File: config.mk
export PLATFORM = sky130hd
export DESIGN_NAME = timer_top
export DESIGN_NICKNAME = d
export VERILOG_FILES = /design/src/design/timer_pkg.sv /design/src/design/div_prescaler.sv /design/src/design/timer_channel.sv /design/src/design/timer_irq_ctrl.sv /design/src/design/timer_axil_regs.sv /design/src/design/timer_top.sv
export SDC_FILE = /design/constraint.sdc
export NUM_CORES = 1
export LEC_CHECK = 0
export ABC_AREA = 0
export BUFFER_PORTS_ARGS = -buffer_cell sky130_fd_sc_hd__buf_2
export CAP_MARGIN = 20
export CORE_AREA = 10 10 161 163
export DETAILED_ROUTE_END_ITERATION = 10
export DIE_AREA = 0 0 171 173
export GPL_TIMING_DRIVEN = 0
export MAX_ROUTING_LAYER = met4
export PLACE_DENSITY = 0.63
export SETUP_SLACK_MARGIN = 0.02
export SLEW_MARGIN = 5
export SYNTH_ARGS = -nofsm -noshare
export SYNTH_HDL_FRONTEND = slang
export SYNTH_HIERARCHICAL = 1
export SYNTH_SLANG_ARGS = --single-unit
File: constraint.sdc
create_clock -name clk -period 2.4 [get_ports clk]
set_input_delay 0.12 -clock clk [delete_from_list [all_inputs] [get_ports clk]]
set_output_delay 0.12 -clock clk [all_outputs]
set_load 0.02 [all_outputs]
File: src/design/timer_pkg.sv
`default_nettype none

package timer_pkg;

    ////////////////////
    // Widths
    ////////////////////
    typedef logic [7:0]  byte_t;
    typedef logic [15:0] div_t;
    typedef logic [7:0]  addr_t;
    typedef logic [31:0] data_t;

    // Count rate, as held in TAC[1:0]
    typedef enum logic [1:0] {
        TAP_1024 = 2'd0,
        TAP_16   = 2'd1,
        TAP_64   = 2'd2,
        TAP_256  = 2'd3
    } tap_sel_e;

    // One divider bit per rate, indexed by tap_sel_e
    typedef logic [3:0] taps_t;

    typedef struct packed {
        logic  wr_tima;
        logic  wr_tma;
        logic  wr_tac;
        byte_t data;
    } chan_wr_t;

    typedef struct packed {
        byte_t tima;
        byte_t tma;
        byte_t tac;
    } chan_regs_t;

    ////////////////////
    // Register map
    ////////////////////
    localparam addr_t ADDR_DIV       = 8'h00;
    localparam addr_t ADDR_IF        = 8'h04;
    localparam addr_t ADDR_IE        = 8'h08;
    localparam addr_t ADDR_CHAN_BASE = 8'h10;
    localparam addr_t CHAN_STRIDE    = 8'h10;

    // Offsets inside one channel window
    localparam addr_t OFS_TIMA = 8'h0;
    localparam addr_t OFS_TMA  = 8'h4;
    localparam addr_t OFS_TAC  = 8'h8;

    localparam int TAC_EN_BIT = 2;

    localparam data_t      UNMAPPED_DATA = 32'h0000_00FF;
    localparam logic [1:0] RESP_OKAY     = 2'b00;

endpackage

`default_nettype wire

File: src/design/div_prescaler.sv
`timescale 1ns/1ps
`default_nettype none

module div_prescaler (
    input  logic             clk,
    input  logic             rst,
    input  logic             div_clear,
    output timer_pkg::div_t  div_count,
    output timer_pkg::taps_t taps
);

    // Divider bit behind each count rate
    localparam int BIT_1024 = 9;
    localparam int BIT_16   = 3;
    localparam int BIT_64   = 5;
    localparam int BIT_256  = 7;

    timer_pkg::div_t count_q;

    // Free running, wraps at 16 bits
    always_ff @(posedge clk) begin
        if (rst) begin
            count_q <= '0;
        end else if (div_clear) begin
            count_q <= '0;
        end else begin
            count_q <= count_q + 16'd1;
        end
    end

    assign div_count = count_q;

    // Tap vector in enum order
    assign taps[timer_pkg::TAP_1024] = count_q[BIT_1024];
    assign taps[timer_pkg::TAP_16]   = count_q[BIT_16];
    assign taps[timer_pkg::TAP_64]   = count_q[BIT_64];
    assign taps[timer_pkg::TAP_256]  = count_q[BIT_256];

endmodule

`default_nettype wire

File: src/design/timer_channel.sv
`timescale 1ns/1ps
`default_nettype none

module timer_channel (
    input  logic                  clk,
    input  logic                  rst,
    input  timer_pkg::taps_t      taps,
    input  timer_pkg::chan_wr_t   wr,
    output timer_pkg::chan_regs_t regs,
    output logic                  overflow
);

    timer_pkg::byte_t    tima_q;
    timer_pkg::byte_t    tma_q;
    timer_pkg::byte_t    tac_q;
    timer_pkg::tap_sel_e tap_sel;

    logic tap_gated;
    logic tap_prev;
    logic tick;
    logic carry_q;
    logic overflow_q;

    ////////////////////
    // Tap selection
    ////////////////////
    assign tap_sel   = timer_pkg::tap_sel_e'(tac_q[1:0]);
    assign tap_gated = tac_q[timer_pkg::TAC_EN_BIT] & taps[tap_sel];

    // Rising edge of the gated tap, one cycle late through tap_prev
    assign tick = tap_gated & ~tap_prev;

    always_ff @(posedge clk) begin
        if (rst) begin
            tap_prev <= 1'b0;
        end else begin
            tap_prev <= tap_gated;
        end
    end

    ////////////////////
    // TMA and TAC
    ////////////////////
    always_ff @(posedge clk) begin
        if (rst) begin
            tma_q <= '0;
            tac_q <= '0;
        end else begin
            if (wr.wr_tma) begin
                tma_q <= wr.data;
            end
            if (wr.wr_tac) begin
                tac_q <= wr.data;
            end
        end
    end

    ////////////////////
    // Counter
    ////////////////////
    // After a wrap TIMA sits at zero for one cycle, then reloads
    always_ff @(posedge clk) begin
        if (rst) begin
            tima_q     <= '0;
            carry_q    <= 1'b0;
            overflow_q <= 1'b0;
        end else begin
            overflow_q <= 1'b0;
            if (wr.wr_tima) begin
                // Bus write wins and cancels a pending reload
                tima_q  <= wr.data;
                carry_q <= 1'b0;
            end else if (carry_q) begin
                tima_q     <= tma_q;
                carry_q    <= 1'b0;
                overflow_q <= 1'b1;
            end else if (tick) begin
                {carry_q, tima_q} <= {1'b0, tima_q} + 9'd1;
            end
        end
    end

    assign overflow = overflow_q;

    assign regs.tima = tima_q;
    assign regs.tma  = tma_q;
    assign regs.tac  = tac_q;

endmodule

`default_nettype wire

File: src/design/timer_irq_ctrl.sv
`timescale 1ns/1ps
`default_nettype none

module timer_irq_ctrl #(
    parameter int N_CHANNELS = 4
) (
    input  logic                  clk,
    input  logic                  rst,
    input  logic [N_CHANNELS-1:0] overflow,
    input  timer_pkg::byte_t      if_clear_mask,
    input  logic                  ie_wr,
    input  timer_pkg::byte_t      ie_data,
    output timer_pkg::byte_t      if_reg,
    output timer_pkg::byte_t      ie_reg,
    output logic                  irq
);

    logic [N_CHANNELS-1:0] pending_q;
    logic [N_CHANNELS-1:0] enable_q;
    logic                  irq_q;

    // Sticky pending bits, a new overflow beats a clear
    always_ff @(posedge clk) begin
        if (rst) begin
            pending_q <= '0;
        end else begin
            pending_q <= (pending_q & ~if_clear_mask[N_CHANNELS-1:0]) | overflow;
        end
    end

    always_ff @(posedge clk) begin
        if (rst) begin
            enable_q <= '0;
        end else if (ie_wr) begin
            enable_q <= ie_data[N_CHANNELS-1:0];
        end
    end

    // Level interrupt, registered
    always_ff @(posedge clk) begin
        if (rst) begin
            irq_q <= 1'b0;
        end else begin
            irq_q <= |(pending_q & enable_q);
        end
    end

    // Unused upper bits read as zero
    assign if_reg = timer_pkg::byte_t'(pending_q);
    assign ie_reg = timer_pkg::byte_t'(enable_q);
    assign irq    = irq_q;

endmodule

`default_nettype wire

File: src/design/timer_axil_regs.sv
`timescale 1ns/1ps
`default_nettype none

module timer_axil_regs #(
    parameter int N_CHANNELS = 4
) (
    input  logic                                   clk,
    input  logic                                   rst,
    input  timer_pkg::addr_t                       awaddr,
    input  logic                                   awvalid,
    output logic                                   awready,
    input  timer_pkg::data_t                       wdata,
    input  logic [3:0]                             wstrb,
    input  logic                                   wvalid,
    output logic                                   wready,
    output logic [1:0]                             bresp,
    output logic                                   bvalid,
    input  logic                                   bready,
    input  timer_pkg::addr_t                       araddr,
    input  logic                                   arvalid,
    output logic                                   arready,
    output timer_pkg::data_t                       rdata,
    output logic [1:0]                             rresp,
    output logic                                   rvalid,
    input  logic                                   rready,
    input  timer_pkg::div_t                        div_count,
    input  timer_pkg::chan_regs_t [N_CHANNELS-1:0] chan_regs,
    input  timer_pkg::byte_t                       if_reg,
    input  timer_pkg::byte_t                       ie_reg,
    output logic                                   div_clear,
    output timer_pkg::chan_wr_t [N_CHANNELS-1:0]   chan_wr,
    output timer_pkg::byte_t                       if_clear_mask,
    output logic                                   ie_wr,
    output timer_pkg::byte_t                       ie_data
);

    typedef enum logic {
        IDLE,
        RESP
    } hs_state_e;

    hs_state_e        w_state;
    hs_state_e        r_state;
    logic             wr_accept;
    logic             wr_en;
    logic             rd_accept;
    timer_pkg::byte_t wr_byte;
    timer_pkg::data_t rd_mux;

    // Byte address of one register inside channel idx
    function automatic timer_pkg::addr_t chan_addr(input int idx, input timer_pkg::addr_t ofs);
        chan_addr = timer_pkg::addr_t'(timer_pkg::ADDR_CHAN_BASE
                                       + timer_pkg::CHAN_STRIDE * idx + ofs);
    endfunction

    ////////////////////
    // Write channel
    ////////////////////
    assign wr_accept = (w_state == IDLE) && awvalid && wvalid;
    assign awready   = wr_accept;
    assign wready    = wr_accept;
    assign bvalid    = (w_state == RESP);
    assign bresp     = timer_pkg::RESP_OKAY;

    always_ff @(posedge clk) begin
        if (rst) begin
            w_state <= IDLE;
        end else begin
            case (w_state)
                IDLE: if (wr_accept) w_state <= RESP;
                RESP: if (bready) w_state <= IDLE;
                default: w_state <= IDLE;
            endcase
        end
    end

    // Strobes fire on the acceptance edge, lane 0 only
    assign wr_en     = wr_accept && wstrb[0];
    assign wr_byte   = wdata[7:0];
    assign div_clear = wr_en && (awaddr == timer_pkg::ADDR_DIV);
    assign ie_wr     = wr_en && (awaddr == timer_pkg::ADDR_IE);
    assign ie_data   = wr_byte;
    assign if_clear_mask = (wr_en && (awaddr == timer_pkg::ADDR_IF)) ? wr_byte : '0;

    for (genvar i = 0; i < N_CHANNELS; i++) begin : g_chan_wr
        assign chan_wr[i].wr_tima = wr_en && (awaddr == chan_addr(i, timer_pkg::OFS_TIMA));
        assign chan_wr[i].wr_tma  = wr_en && (awaddr == chan_addr(i, timer_pkg::OFS_TMA));
        assign chan_wr[i].wr_tac  = wr_en && (awaddr == chan_addr(i, timer_pkg::OFS_TAC));
        assign chan_wr[i].data    = wr_byte;
    end

    ////////////////////
    // Read channel
    ////////////////////
    assign rd_accept = (r_state == IDLE) && arvalid;
    assign arready   = rd_accept;
    assign rvalid    = (r_state == RESP);
    assign rresp     = timer_pkg::RESP_OKAY;

    always_ff @(posedge clk) begin
        if (rst) begin
            r_state <= IDLE;
        end else begin
            case (r_state)
                IDLE: if (rd_accept) r_state <= RESP;
                RESP: if (rready) r_state <= IDLE;
                default: r_state <= IDLE;
            endcase
        end
    end

    // Addressed byte, zero extended
    always_comb begin
        rd_mux = timer_pkg::UNMAPPED_DATA;
        if (araddr == timer_pkg::ADDR_DIV) begin
            rd_mux = timer_pkg::data_t'(div_count[15:8]);
        end else if (araddr == timer_pkg::ADDR_IF) begin
            rd_mux = timer_pkg::data_t'(if_reg);
        end else if (araddr == timer_pkg::ADDR_IE) begin
            rd_mux = timer_pkg::data_t'(ie_reg);
        end
        for (int i = 0; i < N_CHANNELS; i++) begin
            if (araddr == chan_addr(i, timer_pkg::OFS_TIMA)) begin
                rd_mux = timer_pkg::data_t'(chan_regs[i].tima);
            end else if (araddr == chan_addr(i, timer_pkg::OFS_TMA)) begin
                rd_mux = timer_pkg::data_t'(chan_regs[i].tma);
            end else if (araddr == chan_addr(i, timer_pkg::OFS_TAC)) begin
                rd_mux = timer_pkg::data_t'(chan_regs[i].tac);
            end
        end
    end

    // Held until rready
    always_ff @(posedge clk) begin
        if (rst) begin
            rdata <= '0;
        end else if (rd_accept) begin
            rdata <= rd_mux;
        end
    end

endmodule

`default_nettype wire

File: src/design/timer_top.sv
`timescale 1ns/1ps
`default_nettype none

module timer_top #(
    parameter int N_CHANNELS = 4
) (
    input  logic             clk,
    input  logic             rst,
    input  timer_pkg::addr_t awaddr,
    input  logic             awvalid,
    output logic             awready,
    input  timer_pkg::data_t wdata,
    input  logic [3:0]       wstrb,
    input  logic             wvalid,
    output logic             wready,
    output logic [1:0]       bresp,
    output logic             bvalid,
    input  logic             bready,
    input  timer_pkg::addr_t araddr,
    input  logic             arvalid,
    output logic             arready,
    output timer_pkg::data_t rdata,
    output logic [1:0]       rresp,
    output logic             rvalid,
    input  logic             rready,
    output logic             irq
);

    logic                                   div_clear;
    timer_pkg::div_t                        div_count;
    timer_pkg::taps_t                       taps;
    timer_pkg::chan_wr_t [N_CHANNELS-1:0]   chan_wr;
    timer_pkg::chan_regs_t [N_CHANNELS-1:0] chan_regs;
    logic [N_CHANNELS-1:0]                  overflow;
    timer_pkg::byte_t                       if_clear_mask;
    logic                                   ie_wr;
    timer_pkg::byte_t                       ie_data;
    timer_pkg::byte_t                       if_reg;
    timer_pkg::byte_t                       ie_reg;

    // Bus front end
    timer_axil_regs #(
        .N_CHANNELS(N_CHANNELS)
    ) i_regs (
        .clk(clk), .rst(rst),
        .awaddr(awaddr), .awvalid(awvalid), .awready(awready),
        .wdata(wdata), .wstrb(wstrb), .wvalid(wvalid), .wready(wready),
        .bresp(bresp), .bvalid(bvalid), .bready(bready),
        .araddr(araddr), .arvalid(arvalid), .arready(arready),
        .rdata(rdata), .rresp(rresp), .rvalid(rvalid), .rready(rready),
        .div_count(div_count), .chan_regs(chan_regs),
        .if_reg(if_reg), .ie_reg(ie_reg),
        .div_clear(div_clear), .chan_wr(chan_wr),
        .if_clear_mask(if_clear_mask), .ie_wr(ie_wr), .ie_data(ie_data)
    );

    div_prescaler i_div (
        .clk(clk), .rst(rst),
        .div_clear(div_clear),
        .div_count(div_count),
        .taps(taps)
    );

    ////////////////////
    // Channels
    ////////////////////
    for (genvar i = 0; i < N_CHANNELS; i++) begin : g_chan
        timer_channel i_chan (
            .clk(clk), .rst(rst),
            .taps(taps),
            .wr(chan_wr[i]),
            .regs(chan_regs[i]),
            .overflow(overflow[i])
        );
    end

    timer_irq_ctrl #(
        .N_CHANNELS(N_CHANNELS)
    ) i_irq (
        .clk(clk), .rst(rst),
        .overflow(overflow),
        .if_clear_mask(if_clear_mask),
        .ie_wr(ie_wr), .ie_data(ie_data),
        .if_reg(if_reg), .ie_reg(ie_reg),
        .irq(irq)
    );

endmodule

`default_nettype wire

# Word level (Yosys, flattened, before mapping)
# Cells that the tools add are included.
op_classes:
  mux: 46
  n_addsub: 5
  n_reduce_logical: 35
  order_cmp: 4
  bitwise: 22
  eq_ne: 28
ops:
  columns: ["op", "n"]
  rows:
  - ["32-bit 2-to-1 mux", 14]
  - ["8-bit 2-to-1 mux", 13]
  - ["8-bit by 6-bit equality test with 1-bit output (second input constant)", 12]
  - ["8-bit by 5-bit equality test with 1-bit output (second input constant)", 6]
  - ["8-bit by 7-bit equality test with 1-bit output (second input constant)", 6]
  - ["8-bit by 1-bit adder with 9-bit output (second input constant)", 4]
  - ["4-bit OR reduction", 5]
  - ["1-bit logical AND", 19]
  - ["16-bit by 1-bit adder with 16-bit output (second input constant)", 1]
  - ["8-bit by 3-bit equality test with 1-bit output (second input constant)", 2]
  - ["8-bit by 4-bit equality test with 1-bit output (second input constant)", 2]
  - ["8-bit zero test", 2]
  - ["2-bit by 3-bit < comparator with 1-bit output (second input constant)", 4]
  - ["1-bit 2-to-1 mux", 12]
  - ["3-bit nonzero test", 4]
  - ["1-bit inverter", 10]
  - ["2-bit OR reduction", 5]
  - ["1-bit AND", 8]
  - ["4-bit AND", 2]
  - ["1-bit binary-select mux with 2-bit select", 4]
  - ["4-bit 2-to-1 mux", 1]
  - ["4-bit inverter", 1]
  - ["4-bit bitwise OR", 1]
  - ["1-bit one-hot mux with 2 select lines", 2]
totals:
  out_inout_bits: 42
  input_bits: 59
  regBits: 167
  word_cells: 171

# Longest topological paths before layout
# Gate-level depths: netlist of the first run.
logic_depth:
  word_depth: 16
  mapped_depth: 11
  mapped_depth_nobuf: 9

# By module
# Netlist of the first run, hierarchy kept.
by_module_without_submodules:
  columns: ["mod", "instances", "area_each_um2", "seq_area_each_um2", "cells_per_inst"]
  rows:
  - ["timer_channel", 4, 1313.8, 540.5, 140]
  - ["timer_axil_regs", 1, 2756.4, 200.2, 412]
  - ["div_prescaler", 1, 750.7, 320.3, 85]
  - ["timer_irq_ctrl", 1, 395.4, 180.2, 43]

# Worst setup path after synthesis of the first run
# OpenSTA, ideal clock, no wires.
synth_path:
  kind: "register to register"
  from: "reg i_regs.w_state (netlist: i_regs/bvalid)"
  to: "reg g_chan[0].i_chan.tma_q[7]"
  slack_ps: 41
  path_stages_with_launch: 8
  t_arrival_ps: 2232
  t_required_ps: 2272
  setup_ps: 128
  path_cell_list: "dfxtp_1 > nor2_1 > nand3_1 > or3b_2 > nor2_1 > clkbuf_1 > mux2i_1 > nor2_1"
synth_lines:
  columns: ["element", "line_no", "rtl"]
  rows:
  - ["start, declared", "timer_axil_regs.sv:42", "hs_state_e w_state;"]
  - ["start signal, assigned", "timer_axil_regs.sv:67", "w_state <= IDLE;"]
  - ["start signal, assigned", "timer_axil_regs.sv:70", "IDLE: if (wr_accept) w_state <= RESP;"]
  - ["start signal, assigned", "timer_axil_regs.sv:71", "RESP: if (bready) w_state <= IDLE;"]
  - ["end signal, assigned", "timer_channel.sv:50", "tma_q <= wr.data;"]
  - ["end, declared", "timer_channel.sv:14", "timer_pkg::byte_t tma_q;"]

==> results of run 1 <==
==> worst min-delay path by stage <==
stage	slack, ns	end	cells past startpoint
global placement	0.31	i_regs/rvalid	2
global route	0.23	g_chan[1].i_chan/tima_q[3]	4
detailed placement	0.31	i_regs/rvalid	2
finish	0.22	i_regs/bvalid	6
floorplan	0.22	i_regs/rvalid	1
CTS	0.08	i_regs/bvalid	5
==> through the flow <==
step,std cells,util (%),cell area [um^2],hold slack (ns),total power [W]
final,1505,47.2,10600,0.220,0.00573
after global routing,1505,47.2,10600,0.228,0.00591
after CTS,1489,46.3,10500,0.0812,0.00574
after detailed placement,1450,43.3,9780,0.312,0.00303
after global placement,1449,43.3,9780,0.312,0.00303
after floorplan,1126,-,9230,0.219,0.00285
==> layout by cell type, fill, tap and decap left out, types with 14 or more instances in the layout <==
cell type	count
a211oi_1	18
a21oi_1	64
a31oi_1	19
buf_2	61
buf_4	86
clkbuf_1	23
clkbuf_16	17
conb_1	36
dfxtp_1	143
inv_1	18
mux2i_1	92
nand2_1	64
nand2b_1	17
nand3_1	22
nor2_1	135
nor2_2	14
nor2b_1	17
nor3_1	24
o21a_1	16
o21ai_0	49
o22ai_1	14
o31ai_1	14
==> layout make-up <==
type                            instances  area [um^2]  share of cell area, %
Timing Repair Buffer                   62          418                   3.92
Tap cell                              285          357                   3.35
Clock buffer                           17          425                   3.99
Multi-Input combinational cell        816         5300                   49.7
Clock inverter                         15          164                   1.54
Buffer                                149         1060                   9.95
Sequential cell                       143         2860                   26.9
Inverter                               18         67.6                  0.634
==> state kept, by name, indices dropped and copies added, names as in the netlist <==
register	count
i_irq/pending_q	4
i_regs/bvalid	1
i_regs/rdata	8
g_chan.i_chan/carry_q	4
i_div/div_count	16
g_chan.i_chan/tma_q	32
i_irq/irq	1
g_chan.i_chan/tima_q	32
i_regs/rvalid	1
g_chan.i_chan/tap_prev	4
i_irq/enable_q	4
g_chan.i_chan/overflow	4
g_chan.i_chan/tac_q	32
==> worst register-to-register path: stages, from the launching register on <==
cell      delay, ns
dfxtp_1        0.35
nor2_4         0.11
nand3_2        0.10
or3_4          0.41
buf_12         0.16
nor2_4         0.14
buf_8          0.15
nor2_2         0.08
o221ai_2       0.11
buf_6          0.16
clkbuf_4       0.17
buf_4          0.11
a311oi_2       0.08
==> power by group through the flow <==
stage	clock network [W]	registers, W	logic [W]
floorplan	0	0.00248	0.000372
global placement	0	0.00246	0.000566
detailed placement	0	0.00246	0.000563
CTS	0.00274	0.00241	0.000586
global route	0.00285	0.00241	0.000643
finish	0.00272	0.00241	0.000607
==> per-layer routing <==
layer	up-vias	wire, um	track usage [%]
li1	4097	-	-
met4	0	762	6.20
met5	-	0	-
met3	49	2630	4.58
met1	4171	14300	28.8
met2	367	14800	32.9
==> timing repair <==
item                                    in CTS  in global routing
gates cloned                                 0                  1
endpoints found under the hold margin       36                  0
buffers inserted                             0                 15
endpoints found under the setup margin      57                 25
pin swaps                                    0                  2
hold buffers                                 7                  0
resized for setup                            8                 14
==> metrics.md, run 1 <==
| Metric | Value |
|---|---|
| Antenna violations before repair | 1 |
| Die W | about 170 um |
| Final-stage net count | 1,271 |
| CP endpoint kind | flip-flop |
| Worst-Skew Late Latency | roughly 0.43 ns |
| Clock share of power | about 47% |
| R2R Path End | g_chan[1].i_chan/tima_q[4] |
| R2R setup slack | between 0.1 and 0.15 ns |
| Pins Over Slew Limit | 0 |
| Fmax | between 400 and 500 MHz |
| Synth Cell Area | 9100 um^2 |
| Cell mode on critical path | nor2_4 |
| Area Overhead vs Synth | 17.0% |
| DP Wirelength | around 24,000 um |
| Cells after Synth | between 1,000 and 1,500 |
| Drt pass-1 iters | 5 |
| Crit path max fanout | 10 |
| WL/cell | approximately 22 um |
| Avg Inst Size Synth | ~8.3 um^2 |
| Chip height | between 150 and 200 um |
| Critical Path Start | i_regs/bvalid |
| Final number of hold-violating endpoints | 0 |
| RSZ-0062 raised after global routing | no |
| Diode count | 0 |
| Fill count | 2,271 |
| Via count | about 8,700 |
| DRC | 0 |
| Reg power frac | 42.0% |
| Final period utilization | 94.6% |
| Max Cap Viol | 0 |
| Rel. slew slack | between 20% and 30% |
| Remaining antenna violation count | 0 |
| Vias per cell | between 5 and 6 |
| # rows | 55 |
| Worst hold path class | in -> reg |
| CP max-delay cell | or3_4 |
| Clk sinks | approximately 140 |
| Status | finished, final reports clean |
| FF-to-FF Start | i_regs/bvalid |
| FF-to-FF path depth | 12 |
| Largest stage delay on the critical path | between 0.4 and 0.5 ns |
| Crit path DAT | approximately 2.6 ns |
| Die area | 29,600 um^2 |
| Internal power | 0.00410 W |
| Crit path launch type | flip-flop |
| Largest net degree at the start of global routing | 17 |
| CTS tree | yes |
| CTS Buf Count | 17 |
| Share of layout cells above drive strength 1 | 22.4% |
| Kind of critical path | reg -> reg |
| Cell family with most CP delay | simple AND/OR/NAND/NOR gates |
| Total GRT Usage | ~22% |
| Leak | approximately 3.7 nW |
| Vias in the first global route | 8,210 |
| Core area | ~23,000 um^2 |
| Grt ovf | 0 |
| First-pass GRT wire length | roughly 49,000 um |
| CTS H-tree lvls | 4 |
| CTS clk-pin slew, worst paths | 0.07 ns |
| Crit path depth | 12 |
| Period minus WS final | roughly 2.3 ns |
| Cell Pwr Density | around 540 nW/um^2 |
| GPL Wtd Cong | 1.02 |
| Switch share | 28.5% |
| Clk root buf | clkbuf_16 |
| End of the critical path | g_chan[1].i_chan/tima_q[4] |
| Peak VDD IR | ~0.36 mV |
| NetSw | 0.00163 W |
| CP bufs+invs | 5 |
| Syn. warnings | 6 |
| Final worst slack | around 0.13 ns |
| DR iter-0 viols | between 800 and 900 |
| Ports | roughly 100 |
| Least-Margin Pin Slew | about 1.1 ns |
| Max clock buf depth | 2 |
| Comb power frac | a little over a tenth |
| Worst-path cell chain | nor2_4 -> nand3_2 -> or3_4 -> buf_12 -> nor2_4 -> buf_8 -> nor2_2 -> o221ai_2 -> buf_6 -> clkbuf_4 -> buf_4 -> a311oi_2 |
| Final setup TNS | 0 ns |
| Final wirelength | 32,500 um |
| IO buf count | 38 |
| Endpoints failing setup | 0 |
| Max Clock Skew | 0.0117 ns |
| Setup WS pre-CTS | -0.180 ns |
| Hold Crit Start | awvalid |
| CP required | about 2.7 ns |
| Initial core utilization | about 40% |
No activity file was read; power rests on OpenSTA's default activity.
==> run 2, diff against run 1 <==
--- a/config.mk
+++ b/config.mk
@@ -8,9 +8,9 @@
 export ABC_AREA = 0
 export BUFFER_PORTS_ARGS = -buffer_cell sky130_fd_sc_hd__buf_2
 export CAP_MARGIN = 20
-export CORE_AREA = 10 10 161 163
+export CORE_AREA = 2 2 153 155
 export DETAILED_ROUTE_END_ITERATION = 10
-export DIE_AREA = 0 0 171 173
+export DIE_AREA = 0 0 155 157
 export GPL_TIMING_DRIVEN = 0
 export MAX_ROUTING_LAYER = met4
 export PLACE_DENSITY = 0.63
==> run 2 against run 1 <==
Non-clock buffer count is 13 lower. Clock skew is 0.0014 ns higher. Worst hold slack worse by 0.21 ns. Critical path depth is 2 lower. Largest power group unchanged.
==> metrics.md, run 2 (same netlist as run 1, synthesis figures left out) <==
| Metric | Value |
|---|---|
| Final number of hold-violating endpoints | 0 (unchanged) |
| Least-Margin Pin Slew | 1.09 ns (-0.0318 ns) |
| Non-Filler Instances | 1,492 (-0.86%) |
| Share of layout cells above drive strength 1 | 21.1% (-1.2 points) |
| Pins Over Slew Limit | 0 (unchanged) |
| Area occupied by multi-input gates | 5270 um^2 (-0.57%) |
| Vias per cell | 5.85 (+1.3%) |
| Reg power frac | 42.0% (about the same) |
| DR WL met3 | 2480 um (-5.9%) |
| Period minus WS final | 2.29 ns (+0.0175 ns) |
| Vias in the first global route | 7,887 (-3.9%) |
| GPL Wtd Cong | 1.03 (+1.0%) |
| CTS tree | yes |
| Crit path max fanout | 10 (unchanged) |
| Final wirelength | 31,200 um (-4.0%) |
| Final setup TNS | 0 ns (unchanged) |
| RSZ-0062 raised after global routing | yes |
| Core area | 22,500 um^2 (-0.30%) |
| IO buf count | 38 (unchanged) |
| Most frequent cells in the layout | dfxtp_1 (143), nor2_1 (139), mux2i_1 (92), buf_4 (80) |
| Max clock buf depth | 2 (unchanged) |
| CP required | 2.74 ns (+0.04 ns) |
| Ports | 101 (unchanged) |
| Crit path DAT | 2.63 ns (+0.06 ns) |
| CTS clk-pin slew, worst paths | 0.06 ns (about the same) |
| Design Area, Final | 10,500 um^2 (-1.5%) |
| Endpoints failing setup | 0 (unchanged) |
| Hold Crit Start | bready |
| WL/cell | 20.9 um (-3.2%) |
| Crit path launch type | flip-flop |
| Worst hold path class | in -> reg |
| Leak | 3.62 nW (-2.4%) |
| Antenna violations before repair | 1 (unchanged) |
| Fill count | 2,211 (-2.6%) |
| Area post-placement | 9780 um^2 (about the same) |
| CP endpoint kind | flip-flop |
| Most common cell after layout, fill and taps aside | dfxtp_1 |
| Top Registers | g_chan.i_chan/tac_q (32), g_chan.i_chan/tima_q (32), g_chan.i_chan/tma_q (32) |
| Critical Path Start | i_regs/bvalid |
| Comb power frac | 10.3% (-0.3 points) |
| Initial core utilization | 40.5% (+0.12 points) |
| Routed wl met2 | 13,700 um (-7.5%) |
| DRC | 0 (unchanged) |
| Die area | 24,300 um^2 (-18%) |
| CTS H-tree lvls | 4 (unchanged) |
| Final-stage net count | 1,258 (-1.0%) |
| Area Overhead vs Synth | 15.2% |
| CTS Buf Count | 17 (unchanged) |
| Internal power | 0.00419 W (+2.2%) |
| Worst-Skew Late Latency | 0.44 ns (about the same) |
| Clock share of power | 47.7% (+0.3 points) |
| Max Clock Skew | 0.0131 ns (+0.00144 ns) |
| Fin util | 46.6% (-0.57 points) |
| Wl on met1 | 13,900 um (-2.8%) |
| Via count | 8,725 (+0.47%) |
| FF-to-FF Start | i_regs/bvalid |
| Drt pass-1 iters | 8 (+3) |
| Chip height | 157 um (-9.2%) |
| DP Wirelength | 22,700 um (-4.2%) |
| NetSw | 0.00155 W (-4.8%) |
| Kind of critical path | reg -> reg |
| Final period utilization | 95.4% (+0.73 points) |
| Largest net degree at the start of global routing | 17 (unchanged) |
| Remaining antenna violation count | 0 (unchanged) |
| Grt ovf | 0 (unchanged) |
| Switch share | 27.0% (-1.4 points) |
| Inst Count DP | 1,449 (-0.069%) |
| Clk root buf | clkbuf_16 |
| Max Cap Viol | 0 (unchanged) |
| Top Layer Used | met4 |
| # rows | 55 (unchanged) |
| Total GRT Usage | 26.0% (+4.2 points) |
| Die W | 155 um (-9.4%) |
| Fmax | 437 MHz (-0.77%) |
| Peak VDD IR | 0.420 mV (+16%) |
| Cell Pwr Density | 548 nW/um^2 (+1.7%) |
| First-pass GRT wire length | 47,200 um (-4.0%) |
| WHS | 0.0100 ns (-0.210 ns) |
| DR iter-0 viols | 870 (+2.1%) |
| Storage cell area | 2860 um^2 (unchanged) |
| Status | finished, final reports clean |
| Clk sinks | 143 (unchanged) |
| Rel. slew slack | 26.5% (+2.1 points) |
[run 2: cell count changes in the layout (fill, tap and decap cells not counted), moves of 2 or more]
cell | before | now
clkbuf_8 | 6 | 9
clkbuf_4 | 2 | 0
nor2_1 | 135 | 139
buf_4 | 86 | 80
buf_12 | 3 | 0
nor2_4 | 3 | 0
clkinvlp_4 | 1 | 3
buf_8 | 2 | 0
inv_8 | 5 | 1
[run 2: power groups by stage]
stage | clock network [W] | registers, W | logic, W
floorplan | 0 | 0.00248 | 0.000372
global placement | 0 | 0.00246 | 0.000553
detailed placement | 0 | 0.00246 | 0.000554
CTS | 0.00276 | 0.00241 | 0.000575
global route | 0.00285 | 0.00241 | 0.000627
finish | 0.00274 | 0.00241 | 0.000592
[run 2: worst paths after layout]
check                                                   to  slack (ns)  cells past startpoint
worst max-delay path            g_chan[1].i_chan/tima_q[4]        0.11                     10
worst min-delay path                         i_regs/bvalid        0.01                      4
worst max register to register  g_chan[1].i_chan/tima_q[4]        0.11                     10
worst min register to register          i_irq/pending_q[0]        0.44                      2
[run 2: area by class of cell]
type                    count  share of cell area (%)
multi-input cells         816                    50.2
flip-flops and latches    143                    27.3
plain buffers             149                    10.1
clock buffers              18                    4.19
well taps                 285                    3.40
repair buffers             49                    2.70
clock inverters            13                    1.48
inverters                  18                   0.644
diodes                      1                  0.0239
[run 2: worst max-delay path: stages, from the launching register on]
cell and delay [ns]:
dfxtp_1 0.33, nor2_2 0.17, nand3_1 0.13, or3_4 0.45, nor2_2 0.18, clkbuf_8 0.18
nor2_1 0.12, o221ai_2 0.14, buf_6 0.20, nor2_2 0.04, a311oi_2 0.23
[run 2: through the flow]
stage	total power [W]	worst slack (ns)
after floorplan	0.00285	0.0408
after global placement	0.00302	-0.130
after detailed placement	0.00302	-0.170
after CTS	0.00574	0.0248
after global routing	0.00589	0.0127
final	0.00574	0.111
[run 2: repair_timing]
item                                   4_1_cts  5_1_grt
pin swaps                                    0        0
resized for setup                            5        5
buffers inserted                             0        3
hold buffers                                 6        0
cloned                                       0        1
setup endpoints to repair                   64       49
endpoints found under the hold margin       34        0
[run 2: metal layers]
metal / vias up / track usage (%)
met5: - / -
li1: 4078 / -
met1: 4146 / 34.4
met3: 63 / 4.74
met2: 438 / 39.7
met4: 0 / 9.88
==> run 3, diff against run 2 <==
--- a/config.mk
+++ b/config.mk
@@ -14,6 +14,7 @@
 export GPL_TIMING_DRIVEN = 0
 export MAX_ROUTING_LAYER = met4
 export PLACE_DENSITY = 0.63
+export RECOVER_POWER = 100
 export SETUP_SLACK_MARGIN = 0.02
 export SLEW_MARGIN = 5
 export SYNTH_ARGS = -nofsm -noshare
==> run 3 against run 2 <==
Die area is the same. Via count shrank 0.46%. First-iteration DRC count grew 13%. Register-to-register slack lost 0.02 ns. Global-route usage is the same. Maximum frequency shrank 0.70%.
==> metrics.md, run 3 (same netlist as run 1, synthesis figures left out) <==
| Metric | Value |
|---|---|
| Status | finished, final reports clean |
| FF-to-FF Start | i_regs/bvalid |
| Crit path launch type | flip-flop |
| Remaining antenna violation count | 0 (unchanged) |
| Clk root buf | clkbuf_16 |
| CTS Buf Count | 17 (unchanged) |
| Kind of critical path | reg -> reg |
| Least-Margin Pin Slew | 1.13 ns (+0.0336 ns) |
| Max clock buf depth | 2 (unchanged) |
| Total GRT Usage | 26.0% (unchanged) |
| CTS H-tree lvls | 4 (unchanged) |
| Drt pass-1 iters | 5 (-3) |
| Period minus WS final | 2.30 ns (+0.0161 ns) |
| Grt ovf | 0 (unchanged) |
| Initial core utilization | 40.5% (unchanged) |
| Max Clock Skew | 0.0132 ns (+0.000141 ns) |
| Vias in the first global route | 7,887 (unchanged) |
| Final wirelength | 31,200 um (+0.12%) |
| Final worst slack | 0.0951 ns (-0.0161 ns) |
| DRC | 0 (unchanged) |
| Comb power frac | 10.2% (about the same) |
| Setup WS pre-CTS | -0.170 ns (unchanged) |
| Peak VDD IR | 0.417 mV (-0.65%) |
| Met3 Use GR | 4.74% (unchanged) |
| Global Route met2 Usage | 39.7% (unchanged) |
| # rows | 55 (unchanged) |
| CTS tree | yes |
| GPL Wtd Cong | 1.03 (unchanged) |
| Area Overhead vs Synth | 14.8% |
| Fmax | 434 MHz (-0.70%) |
| Fill count | 2,222 (+0.50%) |
| Grt peak-use layer | met2 |
| DP Wirelength | 22,700 um (unchanged) |
| Max Cap Viol | 0 (unchanged) |
| Die W | 155 um (unchanged) |
| Final-stage net count | 1,258 (unchanged) |
| Worst-Skew Late Latency | 0.44 ns (about the same) |
| Leak | 3.55 nW (-1.8%) |
| CP endpoint kind | flip-flop |
| R2R setup slack | 0.1 ns (-0.02 ns) |
| Ports | 101 (unchanged) |
| Rel. slew slack | 24.2% (-2.3 points) |
| Switch share | 27.0% (about the same) |
| Hold Crit Start | bready |
| Most common cell after layout, fill and taps aside | dfxtp_1 |
| Internal power | 0.00419 W (-0.12%) |
| Final number of hold-violating endpoints | 0 (unchanged) |
| Hold Path Sink | i_regs/bvalid |
| CP required | 2.74 ns (about the same) |
| FF-to-FF path depth | 10 (unchanged) |
| Reg power frac | 42.0% (about the same) |
| Die area | 24,300 um^2 (unchanged) |
| Top Registers | g_chan.i_chan/tac_q (32), g_chan.i_chan/tima_q (32), g_chan.i_chan/tma_q (32) |
| Via count | 8,685 (-0.46%) |
| Clk sinks | 143 (unchanged) |
| Final period utilization | 96.0% (+0.67 points) |
| Chip height | 157 um (unchanged) |
| WL/cell | 20.9 um (+0.12%) |
| DR iter-0 viols | 980 (+13%) |
| Share of layout cells above drive strength 1 | 19.5% (-1.7 points) |
| Pins Over Slew Limit | 0 (unchanged) |
| Largest net degree at the start of global routing | 17 (unchanged) |
| Core area | 22,500 um^2 (unchanged) |
| Clock share of power | 47.7% (about the same) |
| Hold Crit Depth | 4 (unchanged) |
| Endpoints failing setup | 0 (unchanged) |
| IO buf count | 38 (unchanged) |
| Antenna violations before repair | 1 (unchanged) |
| R2R Path End | g_chan[0].i_chan/tima_q[4] |
| Met1 Usage GRT | 34.4% (unchanged) |
| Crit path DAT | 2.65 ns (+0.02 ns) |
| Worst hold path class | in -> reg |
| CTS clk-pin slew, worst paths | 0.06 ns (about the same) |
| Cell Pwr Density | 549 nW/um^2 (+0.26%) |
| NetSw | 0.00155 W (about the same) |
| Crit path max fanout | 10 (unchanged) |
| RSZ-0062 raised after global routing | yes |
| Total power | 0.00574 W (about the same) |
| Vias per cell | 5.82 (-0.46%) |
| Final setup TNS | 0 ns (unchanged) |
| First-pass GRT wire length | 47,200 um (unchanged) |
| Most frequent cells in the layout | dfxtp_1 (143), nor2_1 (142), mux2i_1 (92), buf_4 (79) |
==> run 3: per-stage QoR <==
step | utilization, % | instances | hold slack [ns] | cell area [um^2]
3_3_place_gp | 43.4 | 1449 | 0.313 | 9780
2_1_floorplan | - | 1126 | 0.219 | 9230
4_1_cts | 46.4 | 1486 | 0.00812 | 10400
3_5_place_dp | 43.4 | 1449 | 0.315 | 9780
6_report | 46.4 | 1492 | 0.0109 | 10500
5_1_grt | 46.4 | 1492 | 0.0353 | 10500
==> run 3: power by group through the flow <==
stage | clock, W | combinational (W) | sequential (W)
global placement | 0 | 0.000553 | 0.00246
floorplan | 0 | 0.000372 | 0.00248
global route | 0.00285 | 0.000622 | 0.00241
finish | 0.00274 | 0.000587 | 0.00241
CTS | 0.00276 | 0.000575 | 0.00241
detailed placement | 0 | 0.000554 | 0.00246
==> run 3: cell type report <==
cell class	count	area (um^2)	area share, %
clock inverter	13	155	1.48
tap	285	357	3.41
sequential	143	2860	27.4
buffer	149	1040	9.98
inverter	18	67.6	0.646
multi-input combinational	816	5260	50.3
timing repair buffer	49	267	2.55
antenna	1	2.50	0.0239
clock buffer	18	439	4.20
==> run 3: how the worst max path moves through the flow <==
stage / startpoint / endpoint / slack (ns) / cells past startpoint
after floorplan: i_regs/bvalid / g_chan[0].i_chan/tma_q[7] / 0.04 / 7
after global placement: araddr[2] / i_regs/rdata[2] / -0.13 / 8
after detailed placement: araddr[4] / i_regs/rdata[2] / -0.17 / 7
after CTS: i_regs/bvalid / g_chan[1].i_chan/tima_q[4] / 0.02 / 10
after global routing: i_regs/bvalid / g_chan[3].i_chan/tima_q[3] / 0.009 / 10
final: i_regs/bvalid / g_chan[0].i_chan/tima_q[4] / 0.1 / 10
==> run 3: worst max-delay path, stage by stage (launching register included) <==
cell and delay, ns:
dfxtp_1 0.34, nor2_2 0.18, nand3_1 0.14, or3_4 0.45
nor2_1 0.18, clkbuf_8 0.20, nor2_1 0.12, o221ai_2 0.13
buf_6 0.20, nor2_1 0.06, a311oi_2 0.23
==> run 3: layer usage <==
layer,vias up,part of all wire (%)
met4,0,3.2
met5,-,0
li1,4079,-
met1,4161,45
met2,392,44
met3,53,7.1
==> run 3: repair_timing <==
action                                  4_1_cts  5_1_grt
resized for setup                             5        5
buffers inserted                              0        3
gates cloned                                  0        1
hold buffers                                  6        0
hold endpoints to repair                     34        0
endpoints found under the setup margin       64       49
